--- src/source/crpa_pkg.sv ---
`default_nettype none

package crpa_pkg;

    // datapath widths
    localparam int SAMPLE_W = 12;
    localparam int WEIGHT_W = 16;
    localparam int ACC_W    = 32;
    localparam int SHIFT_W  = 5;
    localparam int BUS_W    = 32;

    // the register map has room for this many channels
    localparam int MAX_CH = 16;

    // saturation limits of a sample
    localparam int SAMPLE_MAX = 2 ** (SAMPLE_W - 1) - 1;
    localparam int SAMPLE_MIN = -(2 ** (SAMPLE_W - 1));

    // adc sample, also the offset-corrected sample
    typedef logic signed [SAMPLE_W-1:0] sample_t;
    // channel weight, fractional by convention
    typedef logic signed [WEIGHT_W-1:0] weight_t;
    typedef logic signed [ACC_W-1:0]    acc_t;
    typedef logic        [SHIFT_W-1:0]  shift_t;

    // register bus
    typedef logic [BUS_W-1:0] bus_addr_t;
    typedef logic [BUS_W-1:0] bus_data_t;

    // sign in bit 1, magnitude in bit 0
    typedef logic [1:0] quant_t;

    // word offsets from the base address
    // weight k at REG_WEIGHT+k, offset k at REG_OFFSET+k
    localparam bus_addr_t REG_WEIGHT = 32'd0;
    localparam bus_addr_t REG_OFFSET = 32'd16;
    localparam bus_addr_t REG_SHIFT  = 32'd32;
    localparam bus_addr_t REG_THRESH = 32'd33;

endpackage

`default_nettype wire

--- src/source/crpa.sv ---
`timescale 1ns/1ns
`default_nettype none

module crpa #(
    parameter int                  NUM_CH     = 4,
    parameter crpa_pkg::bus_addr_t BASE_ADDR  = 32'h1000_0000,
    parameter int                  FIFO_DEPTH = 8
) (
    input  wire                               data_in,
    input  wire                               reset,
    input  wire                               ce,
    input  wire crpa_pkg::sample_t [NUM_CH-1:0] adc_samples,
    input  wire                               wr_en,
    input  wire                               rd_en,
    input  wire crpa_pkg::bus_addr_t          addr,
    input  wire crpa_pkg::bus_data_t          wdata,
    output wire crpa_pkg::bus_data_t          rdata,
    output wire                               rd_valid,
    output wire                               out_valid,
    output wire crpa_pkg::sample_t            data_out_full,
    output wire crpa_pkg::quant_t             data_out,
    output wire                               overflow
);

    // register bank levels
    crpa_pkg::sample_t [NUM_CH-1:0] offsets;
    crpa_pkg::weight_t [NUM_CH-1:0] weights;
    crpa_pkg::shift_t               shift;
    crpa_pkg::sample_t              thresh;

    // capture -> fifo
    logic                           cap_valid;
    crpa_pkg::sample_t [NUM_CH-1:0] cap_samples;

    // fifo -> combiner
    crpa_pkg::sample_t [NUM_CH-1:0] head_samples;
    logic                           empty;
    logic                           pop;

    // map holds at most 16 channels; depth wraps as a power of two
    if (NUM_CH < 1 || NUM_CH > crpa_pkg::MAX_CH || (FIFO_DEPTH & (FIFO_DEPTH - 1)) != 0)
    begin : g_param_check
        $error("crpa: NUM_CH or FIFO_DEPTH out of range");
    end

    crpa_regs #(.NUM_CH(NUM_CH), .BASE_ADDR(BASE_ADDR)) u_regs (
        .data_in  (data_in),
        .reset    (reset),
        .wr_en    (wr_en),
        .rd_en    (rd_en),
        .addr     (addr),
        .wdata    (wdata),
        .rdata    (rdata),
        .rd_valid (rd_valid),
        .offsets  (offsets),
        .weights  (weights),
        .shift    (shift),
        .thresh   (thresh)
    );

    crpa_capture #(.NUM_CH(NUM_CH)) u_capture (
        .data_in     (data_in),
        .reset       (reset),
        .ce          (ce),
        .adc_samples (adc_samples),
        .offsets     (offsets),
        .cap_valid   (cap_valid),
        .cap_samples (cap_samples)
    );

    crpa_sample_fifo #(.NUM_CH(NUM_CH), .FIFO_DEPTH(FIFO_DEPTH)) u_fifo (
        .data_in      (data_in),
        .reset        (reset),
        .push         (cap_valid),
        .push_samples (cap_samples),
        .pop          (pop),
        .head_samples (head_samples),
        .empty        (empty),
        .overflow     (overflow)
    );

    crpa_combiner #(.NUM_CH(NUM_CH)) u_combiner (
        .data_in       (data_in),
        .reset         (reset),
        .empty         (empty),
        .head_samples  (head_samples),
        .weights       (weights),
        .shift         (shift),
        .thresh        (thresh),
        .pop           (pop),
        .out_valid     (out_valid),
        .data_out_full (data_out_full),
        .data_out      (data_out)
    );

endmodule

`default_nettype wire

--- src/source/crpa_capture.sv ---
`timescale 1ns/1ns
`default_nettype none

module crpa_capture #(
    parameter int NUM_CH = 4
) (
    input  wire                               data_in,
    input  wire                               reset,
    input  wire                               ce,
    input  wire crpa_pkg::sample_t [NUM_CH-1:0] adc_samples,
    input  wire crpa_pkg::sample_t [NUM_CH-1:0] offsets,
    output logic                              cap_valid,
    output crpa_pkg::sample_t [NUM_CH-1:0]    cap_samples
);

    // one guard bit above the sample width
    typedef logic signed [crpa_pkg::SAMPLE_W:0] diff_t;

    diff_t             diff [NUM_CH];
    crpa_pkg::sample_t sat  [NUM_CH];

    // dc offset removal per channel
    always_comb begin
        for (int k = 0; k < NUM_CH; k++) begin
            diff[k] = diff_t'(adc_samples[k]) - diff_t'(offsets[k]);
            // clip back into sample range
            if (diff[k] > crpa_pkg::SAMPLE_MAX)
                sat[k] = crpa_pkg::sample_t'(crpa_pkg::SAMPLE_MAX);
            else if (diff[k] < crpa_pkg::SAMPLE_MIN)
                sat[k] = crpa_pkg::sample_t'(crpa_pkg::SAMPLE_MIN);
            else
                sat[k] = crpa_pkg::sample_t'(diff[k]);
        end
    end

    // strobe out, one cycle behind ce
    always_ff @(posedge data_in) begin
        if (reset)
            cap_valid <= 1'b0;
        else
            cap_valid <= ce;
    end

    // corrected set, held between strobes
    always_ff @(posedge data_in) begin
        if (ce) begin
            for (int k = 0; k < NUM_CH; k++)
                cap_samples[k] <= sat[k];
        end
    end

endmodule

`default_nettype wire

--- src/source/crpa_combiner.sv ---
`timescale 1ns/1ns
`default_nettype none

module crpa_combiner #(
    parameter int NUM_CH = 4
) (
    input  wire                               data_in,
    input  wire                               reset,
    input  wire                               empty,
    input  wire crpa_pkg::sample_t [NUM_CH-1:0] head_samples,
    input  wire crpa_pkg::weight_t [NUM_CH-1:0] weights,
    input  wire crpa_pkg::shift_t             shift,
    input  wire crpa_pkg::sample_t            thresh,
    output logic                              pop,
    output logic                              out_valid,
    output crpa_pkg::sample_t                 data_out_full,
    output crpa_pkg::quant_t                  data_out
);

    localparam int IDX_W = (NUM_CH > 1) ? $clog2(NUM_CH) : 1;

    // wide enough to hold |-2048|
    typedef logic signed [crpa_pkg::SAMPLE_W:0] mag_t;

    typedef enum logic [0:0] {
        ST_IDLE,
        ST_ACC
    } state_t;

    state_t                         state;
    logic [IDX_W-1:0]               idx;
    logic                           last;
    crpa_pkg::sample_t [NUM_CH-1:0] set_q;
    crpa_pkg::sample_t              cur_s;
    crpa_pkg::weight_t              cur_w;
    crpa_pkg::acc_t                 prod;
    crpa_pkg::acc_t                 acc;
    crpa_pkg::acc_t                 acc_next;
    crpa_pkg::acc_t                 res_acc;
    crpa_pkg::acc_t                 shifted;
    mag_t                           mag;

    // take a new set only when idle
    assign pop  = (state == ST_IDLE) && !empty;
    assign last = (idx == IDX_W'(NUM_CH - 1));

    // single shared multiplier
    always_comb begin
        cur_s    = set_q[idx];
        cur_w    = weights[idx];
        prod     = crpa_pkg::acc_t'(cur_s) * crpa_pkg::acc_t'(cur_w);
        // channel 0 restarts the sum
        acc_next = (idx == '0) ? prod : acc + prod;
    end

    // idle -> acc on pop, back after the last channel
    always_ff @(posedge data_in) begin
        if (reset) begin
            state     <= ST_IDLE;
            idx       <= '0;
            out_valid <= 1'b0;
        end else begin
            out_valid <= 1'b0;
            case (state)
                ST_IDLE: begin
                    if (pop) begin
                        state <= ST_ACC;
                        idx   <= '0;
                    end
                end
                ST_ACC: begin
                    if (last) begin
                        state     <= ST_IDLE;
                        idx       <= '0;
                        out_valid <= 1'b1;
                    end else begin
                        idx <= idx + 1'b1;
                    end
                end
                default: state <= ST_IDLE;
            endcase
        end
    end

    // set latch, running sum, result hold
    // res_acc frees acc for the next set
    always_ff @(posedge data_in) begin
        if (pop)
            set_q <= head_samples;
        if (state == ST_ACC) begin
            acc <= acc_next;
            if (last)
                res_acc <= acc_next;
        end
    end

    // rescale, clip, then quantize
    always_comb begin
        shifted = res_acc >>> shift;
        if (shifted > crpa_pkg::SAMPLE_MAX)
            data_out_full = crpa_pkg::sample_t'(crpa_pkg::SAMPLE_MAX);
        else if (shifted < crpa_pkg::SAMPLE_MIN)
            data_out_full = crpa_pkg::sample_t'(crpa_pkg::SAMPLE_MIN);
        else
            data_out_full = crpa_pkg::sample_t'(shifted);
        // absolute value
        mag = data_out_full[crpa_pkg::SAMPLE_W-1] ? -mag_t'(data_out_full)
                                                  : mag_t'(data_out_full);
        data_out = {data_out_full[crpa_pkg::SAMPLE_W-1], (mag >= mag_t'(thresh))};
    end

    // a set takes NUM_CH+1 cycles from pop to pop
    if (NUM_CH > 1) begin : g_gap_check
        assert property (@(posedge data_in) disable iff (reset) out_valid |=> !out_valid)
            else $error("crpa_combiner: out_valid on consecutive cycles");
    end

endmodule

`default_nettype wire

--- src/source/crpa_regs.sv ---
`timescale 1ns/1ns
`default_nettype none

module crpa_regs #(
    parameter int                  NUM_CH    = 4,
    parameter crpa_pkg::bus_addr_t BASE_ADDR = 32'h1000_0000
) (
    input  wire                                 data_in,
    input  wire                                 reset,
    input  wire                                 wr_en,
    input  wire                                 rd_en,
    input  wire crpa_pkg::bus_addr_t            addr,
    input  wire crpa_pkg::bus_data_t            wdata,
    output crpa_pkg::bus_data_t                 rdata,
    output logic                                rd_valid,
    output crpa_pkg::sample_t [NUM_CH-1:0]      offsets,
    output crpa_pkg::weight_t [NUM_CH-1:0]      weights,
    output crpa_pkg::shift_t                    shift,
    output crpa_pkg::sample_t                   thresh
);

    // word offset into the map, wraps high below the base
    crpa_pkg::bus_addr_t off;
    crpa_pkg::bus_data_t rd_next;

    assign off = addr - BASE_ADDR;

    // read mux, signed fields sign-extended
    always_comb begin
        rd_next = '0;
        for (int k = 0; k < NUM_CH; k++) begin
            if (off == crpa_pkg::REG_WEIGHT + k)
                rd_next = crpa_pkg::bus_data_t'(weights[k]);
            if (off == crpa_pkg::REG_OFFSET + k)
                rd_next = crpa_pkg::bus_data_t'(offsets[k]);
        end
        if (off == crpa_pkg::REG_SHIFT)
            rd_next = crpa_pkg::bus_data_t'(shift);
        if (off == crpa_pkg::REG_THRESH)
            rd_next = crpa_pkg::bus_data_t'(thresh);
    end

    // write side, data truncated to the field width
    // unmapped addresses fall through untouched
    always_ff @(posedge data_in) begin
        if (reset) begin
            weights <= '0;
            offsets <= '0;
            shift   <= '0;
            thresh  <= '0;
        end else if (wr_en) begin
            for (int k = 0; k < NUM_CH; k++) begin
                if (off == crpa_pkg::REG_WEIGHT + k)
                    weights[k] <= crpa_pkg::weight_t'(wdata);
                if (off == crpa_pkg::REG_OFFSET + k)
                    offsets[k] <= crpa_pkg::sample_t'(wdata);
            end
            if (off == crpa_pkg::REG_SHIFT)
                shift <= crpa_pkg::shift_t'(wdata);
            if (off == crpa_pkg::REG_THRESH)
                thresh <= crpa_pkg::sample_t'(wdata);
        end
    end

    // read data one cycle after rd_en
    always_ff @(posedge data_in) begin
        if (reset) begin
            rd_valid <= 1'b0;
            rdata    <= '0;
        end else begin
            rd_valid <= rd_en;
            if (rd_en)
                rdata <= rd_next;
        end
    end

    // bus master issues one access per cycle
    assert property (@(posedge data_in) disable iff (reset) !(wr_en && rd_en))
        else $error("crpa_regs: wr_en and rd_en high together");

endmodule

`default_nettype wire

--- src/source/crpa_sample_fifo.sv ---
`timescale 1ns/1ns
`default_nettype none

module crpa_sample_fifo #(
    parameter int NUM_CH     = 4,
    parameter int FIFO_DEPTH = 8
) (
    input  wire                               data_in,
    input  wire                               reset,
    input  wire                               push,
    input  wire crpa_pkg::sample_t [NUM_CH-1:0] push_samples,
    input  wire                               pop,
    output crpa_pkg::sample_t [NUM_CH-1:0]    head_samples,
    output logic                              empty,
    output logic                              overflow
);

    localparam int PTR_W = (FIFO_DEPTH > 1) ? $clog2(FIFO_DEPTH) : 1;
    localparam int CNT_W = $clog2(FIFO_DEPTH + 1);

    // one entry is a whole sample set
    typedef crpa_pkg::sample_t [NUM_CH-1:0] set_t;

    set_t             mem [FIFO_DEPTH];
    logic [PTR_W-1:0] wr_ptr;
    logic [PTR_W-1:0] rd_ptr;
    logic [CNT_W-1:0] count;
    logic             full;
    logic             wr_ok;
    logic             rd_ok;

    assign full  = (count == CNT_W'(FIFO_DEPTH));
    assign empty = (count == '0);
    // a set arriving while full is lost
    assign wr_ok = push && !full;
    assign rd_ok = pop && !empty;

    // show-ahead, head straight from storage
    assign head_samples = mem[rd_ptr];

    always_ff @(posedge data_in) begin
        if (wr_ok)
            mem[wr_ptr] <= push_samples;
    end

    // pointers, count and sticky flag
    always_ff @(posedge data_in) begin
        if (reset) begin
            wr_ptr   <= '0;
            rd_ptr   <= '0;
            count    <= '0;
            overflow <= 1'b0;
        end else begin
            if (wr_ok)
                wr_ptr <= (wr_ptr == PTR_W'(FIFO_DEPTH - 1)) ? '0 : wr_ptr + 1'b1;
            if (rd_ok)
                rd_ptr <= (rd_ptr == PTR_W'(FIFO_DEPTH - 1)) ? '0 : rd_ptr + 1'b1;
            // simultaneous push and pop leave count alone
            if (wr_ok && !rd_ok)
                count <= count + 1'b1;
            else if (rd_ok && !wr_ok)
                count <= count - 1'b1;
            if (push && full)
                overflow <= 1'b1;
        end
    end

    assert property (@(posedge data_in) disable iff (reset) count <= CNT_W'(FIFO_DEPTH))
        else $error("crpa_sample_fifo: count above depth");

    // combiner must only pop a visible set
    assert property (@(posedge data_in) disable iff (reset) pop |-> !empty)
        else $error("crpa_sample_fifo: pop while empty");

endmodule

`default_nettype wire

--- config.mk ---
export PLATFORM = sky130hd
export DESIGN_NAME = crpa
export DESIGN_NICKNAME = d
export VERILOG_FILES = /design/src/source/crpa_pkg.sv /design/src/source/crpa.sv /design/src/source/crpa_capture.sv /design/src/source/crpa_combiner.sv /design/src/source/crpa_regs.sv /design/src/source/crpa_sample_fifo.sv
export SDC_FILE = /design/constraint.sdc
export NUM_CORES = 2
export LEC_CHECK = 0
export ABC_CLOCK_PERIOD_IN_PS = 16900
export BUFFER_PORTS_ARGS = -buffer_cell sky130_fd_sc_hd__buf_2
export CAP_MARGIN = 20
export CORE_UTILIZATION = 58
export DETAILED_ROUTE_END_ITERATION = 10
export PLACE_DENSITY = 0.81
export SYNTH_ARGS = -nofsm -noshare
export SYNTH_HDL_FRONTEND = slang
export SYNTH_SLANG_ARGS = --single-unit
export TNS_END_PERCENT = 50
--- constraint.sdc ---
create_clock -name data_in -period 16.9 [get_ports data_in]
set_clock_uncertainty 0.1 [all_clocks]
set_input_delay 3.38 -clock data_in [delete_from_list [all_inputs] [get_ports data_in]]
set_output_delay 3.38 -clock data_in [all_outputs]
set_load 0.1 [all_outputs]
Yosys cells after proc, flatten, opt, wreduce, memory -nomap -nowiden. Memory sizes are Yosys's and may differ from the RTL's. A register that Yosys moved wholly into a read port is not among the register bits. Index checks and enable logic that the tools add are counted.

$mul: 1. Reduce and logical (&&, ||, !) cells: 26. Equal/unequal tests: 14. Order comparisons: 12. Add/subtract/negate cells: 12. Bitwise gates (word level): 1. Shift operators: 1. Muxes and demuxes: 35.

Operators with widths (count): $mux 32 (11); $eq 32x5->1 const B (4); $mux 12 (7); $eq 32x2->1 const B (2); $eq 32x6->1 const B (2); $gt 13x12->1 const B (4); $lt 13x12->1 const B (4); $sub 12x12->13 (4); $add 32x32->32 (1); $bmux 16 s2 (1); $eq 32x1->1 const B (1); $gt 32x12->1 const B (1); $logic_not 32->1 (1); $lt 32x12->1 const B (1); $sshr 32x5->32 (1); $sub 32x29->32 const B (1); $mul 12x16->28 (1); $bmux 12 s2 (1); $reduce_and 2->1 (11); $mux 16 (1); $ge 13x12->1 (1); $mux 13 (1); $neg 12->13 (1); $mux 4 (2); 21 further kinds (37).

Memories: 1. Output and inout bits: 49. Word-level logic and storage cells: 129. RAM bits: 384. Register bits: 290. Input bits: 117.

Memories: u_fifo.mem (depth 8, width 48, read ports 1, clocked after memory_dff 1, write ports 1, RTL line crpa_sample_fifo.sv:24) `set_t mem [FIFO_DEPTH];`.

Depth between registers and ports, before layout.
Depth after elaboration: 12. Mapped depth: 37. Depth with buffers taken out: 35.

By module. A second synthesis with hierarchy kept.

Cells, all modules: 3594. Area total of the unflattened synthesis: 42359.4 µm².

By module, submodules not included: crpa_combiner (seq. area each 3443.3 µm², cells an instance 1602, times used 1, area each 15730.1 µm²); crpa_sample_fifo (seq. area each 11811.3 µm², cells an instance 633, times used 1, area each 15383.5 µm²); crpa_regs (seq. area each 2922.8 µm², cells an instance 870, times used 1, area each 6691.4 µm²); crpa_capture (seq. area each 1461.4 µm², cells an instance 489, times used 1, area each 4554.4 µm²).

Worst setup path before layout. Ideal clock, no wire load.

Path kind: register to output. Start point: reg u_regs.shift[0]. End point: out data_out[0]. Data arrival time: 7842 ps. Slack: 5578 ps. Required time: 13420 ps. Path buffers: 3. Cell stages (with the launch flop): 28. Path through: dfxtp_1 buf_6 buf_12 mux4_2 nor2_1 a2111oi_0 o211ai_1 nor4_1 a41oi_1 nor2_1 nor2b_1 buf_2 o22ai_1 inv_1 ha_1 inv_1 xnor2_1 mux2_2 ha_1 o21a_1 o21ai_0 nand2b_1 a21oi_1 o21ai_0 a21o_1 a21o_1 a21oi_1 o21ai_0.

Word-level cells in the longest chain between the ends: 7. Elaborated cells between the ends (all ways): 8.

Ends and longest elaborated chain: from (decl) (RTL line crpa_regs.sv:18) `output crpa_pkg::shift_t shift,`; from (signal assigned) (RTL line crpa_regs.sv:59) `shift <= crpa_pkg::shift_t'(wdata);`; $sshr 32x5->32 * (RTL line crpa_combiner.sv:99) `shifted = res_acc >>> shift;`; $lt 32x12->1 (RTL line crpa_combiner.sv:102) `else if (shifted < crpa_pkg::SAMPLE_MIN)`; $mux 12 (RTL line crpa_combiner.sv:102); $mux 12 * (RTL line crpa_combiner.sv:100) `if (shifted > crpa_pkg::SAMPLE_MAX)`; net data_out_full[0] (RTL line crpa.sv:20) `output wire crpa_pkg::sample_t data_out_full,`; $neg 12->13 (RTL line crpa_combiner.sv:107) `mag = data_out_full[crpa_pkg::SAMPLE_W-1] ? -mag_t'(data_out_full)`; $mux 13 * (RTL line crpa_combiner.sv:107); $ge 13x12->1 * (RTL line crpa_combiner.sv:109) `data_out = {data_out_full[crpa_pkg::SAMPLE_W-1], (mag >= mag_t'(thresh))};`; to (decl) (RTL line crpa.sv:21) `output wire crpa_pkg::quant_t data_out,`.

The timed path passes the listed nets; every way through them passes the cells marked *.

Worst setup path after layout.
Start point: reg u_regs.shift[1]. End point: out data_out[0].

Word-level cells in the longest chain between the ends: 7. Elaborated cells between the ends (all ways): 8.

Ends and longest elaborated chain (RTL line): $sshr 32x5->32 * (crpa_combiner.sv:99); $lt 32x12->1 (crpa_combiner.sv:102); $mux 12 (crpa_combiner.sv:102); $mux 12 * (crpa_combiner.sv:100); $neg 12->13 (crpa_combiner.sv:107); $mux 13 * (crpa_combiner.sv:107); $ge 13x12->1 * (crpa_combiner.sv:109).

Mark *: on every way between the ends. The rest lies on a longest branch, timed or not.

==> impl_metrics.json <==
{
  "clockBufferDepth": 3,
  "finalHoldViolCount": 0,
  "rsz0062_at_grt": "false",
  "synth_top_area_cell": "edfxtp_1",
  "postPlaceCellArea_um2": 42280,
  "p_leak_nw": 16.24,
  "holdPathEnd": "u_regs.weights[27]",
  "drc": 0,
  "design_area_um2": 44630,
  "place_congestion": 0.9439,
  "insertion_delay_ns": 0.64,
  "cts_resized": 0,
  "p_total_w": 0.005614,
  "post_cts_buffers": 0,
  "cap_violations": 0,
  "clock_sinks": 706,
  "ys_seq_elements": 706,
  "vias_per_cell": 6.292,
  "cp_data_arrival_time_ns": 7.27,
  "htree_levels": 3,
  "hpwl_mm": 68.59,
  "grt-ovfl-total": 0,
  "crit_type": "flip-flop to output pin",
  "async_reset_ff_frac": 0,
  "startpoint": "u_regs.shift[1]",
  "critPathRequiredTime_ns": 13.42,
  "numCtsBuffers": 70,
  "synth_top_area_share": 0.3987,
  "hold_start": "u_regs.weights[27]",
  "r2r-end": "u_combiner.acc[29]",
  "ir_worst_vdd_v": 0.00009703,
  "status": "complete, no violations",
  "finalSetupViolations": 0,
  "ys_types": 86,
  "grt_pass1_vias": 27943,
  "fmax_mhz": 92.98,
  "wl_per_cell_um": 23.53,
  "postLayoutCoreUtil": 0.6384,
  "synth_ff_type": "edfxtp_1",
  "powerDensity_nw_per_um2": 125.8,
  "ys_seq_area_frac": 0.4778,
  "fin_nets": 3964,
  "drive_above_1_share": 0.1561,
  "fp.dieH_um": 267.8,
  "syn_area_um2": 40980,
  "die_w_um": 267.8,
  "antenna_found_initial": 4,
  "period_share": 0.6364,
  "synth_warnings": 0,
  "finalCriticalPeriod_ns": 10.75,
  "relSlewSlack": 0.2723,
  "syn_area_per_cell_um2": 11.88,
  "detail-route-antenna-nets": 0,
  "syn_inst": 3449,
  "start_util": 0.5861,
  "dieArea_um2": 71710,
  "drt_wl_total_mm": 105.8,
  "hold_buffers": 0,
  "ios": 166,
  "io_buffer_count": 149,
  "drtPass1Iterations": 10,
  "hold_path_depth": 2,
  "crit_path_max_fanout": 44,
  "timing.rr.start": "u_combiner.idx[0]",
  "cts-root-buf": "clkbuf_16",
  "grt_pass1_wl_mm": 161.1,
  "grt_max_degree": 96,
  "slew_viol_final": 0,
  "core_um2": 69910,
  "cts_tree": "done",
  "fillers": 5082,
  "startpoint_type": "flip-flop",
  "r2r_setup_slack_ns": 7.03,
  "end_kind": "output pin",
  "grt_use_total": 0.2992,
  "worst_pin_slew_ns": 1.084,
  "row_count": 97,
  "hold_class": "flip-flop to flip-flop",
  "tns_ns": 0,
  "rr_worst_depth": 35,
  "synthTopCellsByArea": "edfxtp_1 40%, fa_1 9.0%, mux4_2 8.7%",
  "whs_ns": 0.3684,
  "drt_iter0_drc": 3641,
  "num_vias": 28302,
  "synth_enable_flop_cells": 544,
  "area_growth_pct": 8.913,
  "clk_pin_slew_ns": 0.06,
  "synth_fp_nets": 3913
}
Yosys cell counts (36+ instances only):
cell type and count:
clkbuf_1 142, nand2_1 473, nor2b_1 36, fa_1 184, a21oi_1 224, nor2_1 138
dfxtp_1 162, o21ai_0 97, ha_1 163, mux2_2 75, edfxtp_1 544, inv_1 336
nand3_1 82, maj3_1 44, mux4_2 158, and2_1 61, a21o_1 36, xnor2_1 70
worst max-delay path by stage:
| stage | endpoint | depth (start not counted) |
|---|---|---|
| floorplan | data_out[0] | 27 |
| global placement | data_out[0] | 25 |
| finish | data_out[0] | 26 |
| CTS | data_out[0] | 26 |
| detailed placement | data_out[0] | 26 |
| global route | data_out[0] | 26 |
worst max-delay path: stages, from the launching register on:
cell,delay [ns]
dfxtp_2,0.49
buf_4,0.54
mux4_1,0.67
mux2_2,0.34
and4b_1,0.20
o211ai_1,0.23
nor4_1,0.11
a41oi_1,0.42
nor2_1,0.18
nor2b_1,0.57
o22ai_1,0.19
inv_1,0.16
ha_1,0.31
inv_1,0.11
nor2_1,0.19
a21oi_1,0.06
o211a_1,0.12
ha_1,0.30
a21o_1,0.19
a21o_1,0.18
a21oi_1,0.14
o21ai_0,0.09
a21o_1,0.18
a21o_1,0.17
a21oi_1,0.12
o21ai_0,0.09
buf_2,0.30
stage by stage:
stage          cells  setup slack, ns
2_1_floorplan   3449            5.578
5_1_grt         4496            5.697
3_5_place_dp    4364            6.950
4_1_cts         4492            6.263
6_report        4498            6.145
3_3_place_gp    4364            6.990
area by class of cell:
cell class                 instances  area [µm²]  share of cell area
timing repair buffer             183        1036             0.02321
antenna                            2       5.005           0.0001121
inverter                         338        1269             0.02843
multi-input combinational       2201       19270              0.4317
clock inverter                    34       397.9            0.008916
tap                              940        1176             0.02635
clock buffer                      94        1886             0.04225
sequential                       706       19590              0.4390
where the power goes:
group / total [W] / switching (W) / leakage (nW) / internal (W)
logic: 0.00179 / 0.00107 / 8.83 / 0.000728
registers: 0.00225 / 0.000124 / 6.29 / 0.00212
clock network: 0.00157 / 0.000686 / 1.12 / 0.000888
cell usage in the layout, fill, tap and decap left out, drive strengths merged, types with 8 or more instances in the layout:
master  synthesis  final
o211ai         16     16
ha            163    163
clkbuf        142     94
clkinv          1     23
o21ai         103    103
and3           11     11
a21oi         225    225
mux2i          24     24
mux2           81     81
a31oi          10     10
nor4           15     15
fa            184    184
edfxtp        544    544
nand3          82     82
buf            62    183
xor2           26     26
a22oi          14     14
o22ai          11     11
o21a           17     17
mux4          160    160
a211oi         12     12
and2           62     62
nand2         473    473
a311oi         10     10
a21o           36     36
inv           337    342
a222oi         16     16
nor2b          36     36
xnor2          70     70
o21bai         21     21
or2             9      9
nor3           24     24
nand2b         12     12
nor2          139    139
dfxtp         162    162
maj3           44     44
nand4           8      8
a21boi         12     12
cell families after synthesis:
| logic type | count (synthesis) | share of synthesized area |
|---|---|---|
| XOR/XNOR | 96 | 0.02052 |
| other | 1 | 0.00009152 |
| AO/OA/AOI/OAI | 545 | 0.08217 |
| buffers and inverters | 542 | 0.05338 |
| adder cells (fa/ha/maj) | 391 | 0.1504 |
| multiplexers | 265 | 0.1170 |
| flip-flops | 706 | 0.4778 |
| AND/OR/NAND/NOR | 903 | 0.09857 |
flip-flops by register name (all words and copies together), names as in the netlist, 4 cells and up:
| name | cells |
|---|---|
| u_regs.rdata | 16 |
| u_fifo.mem | 384 |
| u_capture.cap_samples | 48 |
| u_combiner.res_acc | 32 |
| u_regs.offsets | 48 |
| u_combiner.set_q | 48 |
| u_combiner.acc | 32 |
| u_regs.weights | 64 |
| u_regs.shift | 5 |
| u_regs.thresh | 12 |
| u_fifo.count | 4 |
layer usage:
layer / vias to the layer above / wire length [µm] / GRT usage
li1: 12353 / - / -
met1: 13964 / 40620 / 0.3975
met2: 1652 / 50320 / 0.4812
met3: 327 / 10130 / 0.05883
met4: 6 / 4719 / 0.1316
met5: - / 34 / 0
Note: power is estimated with default switching activity, not from simulation.
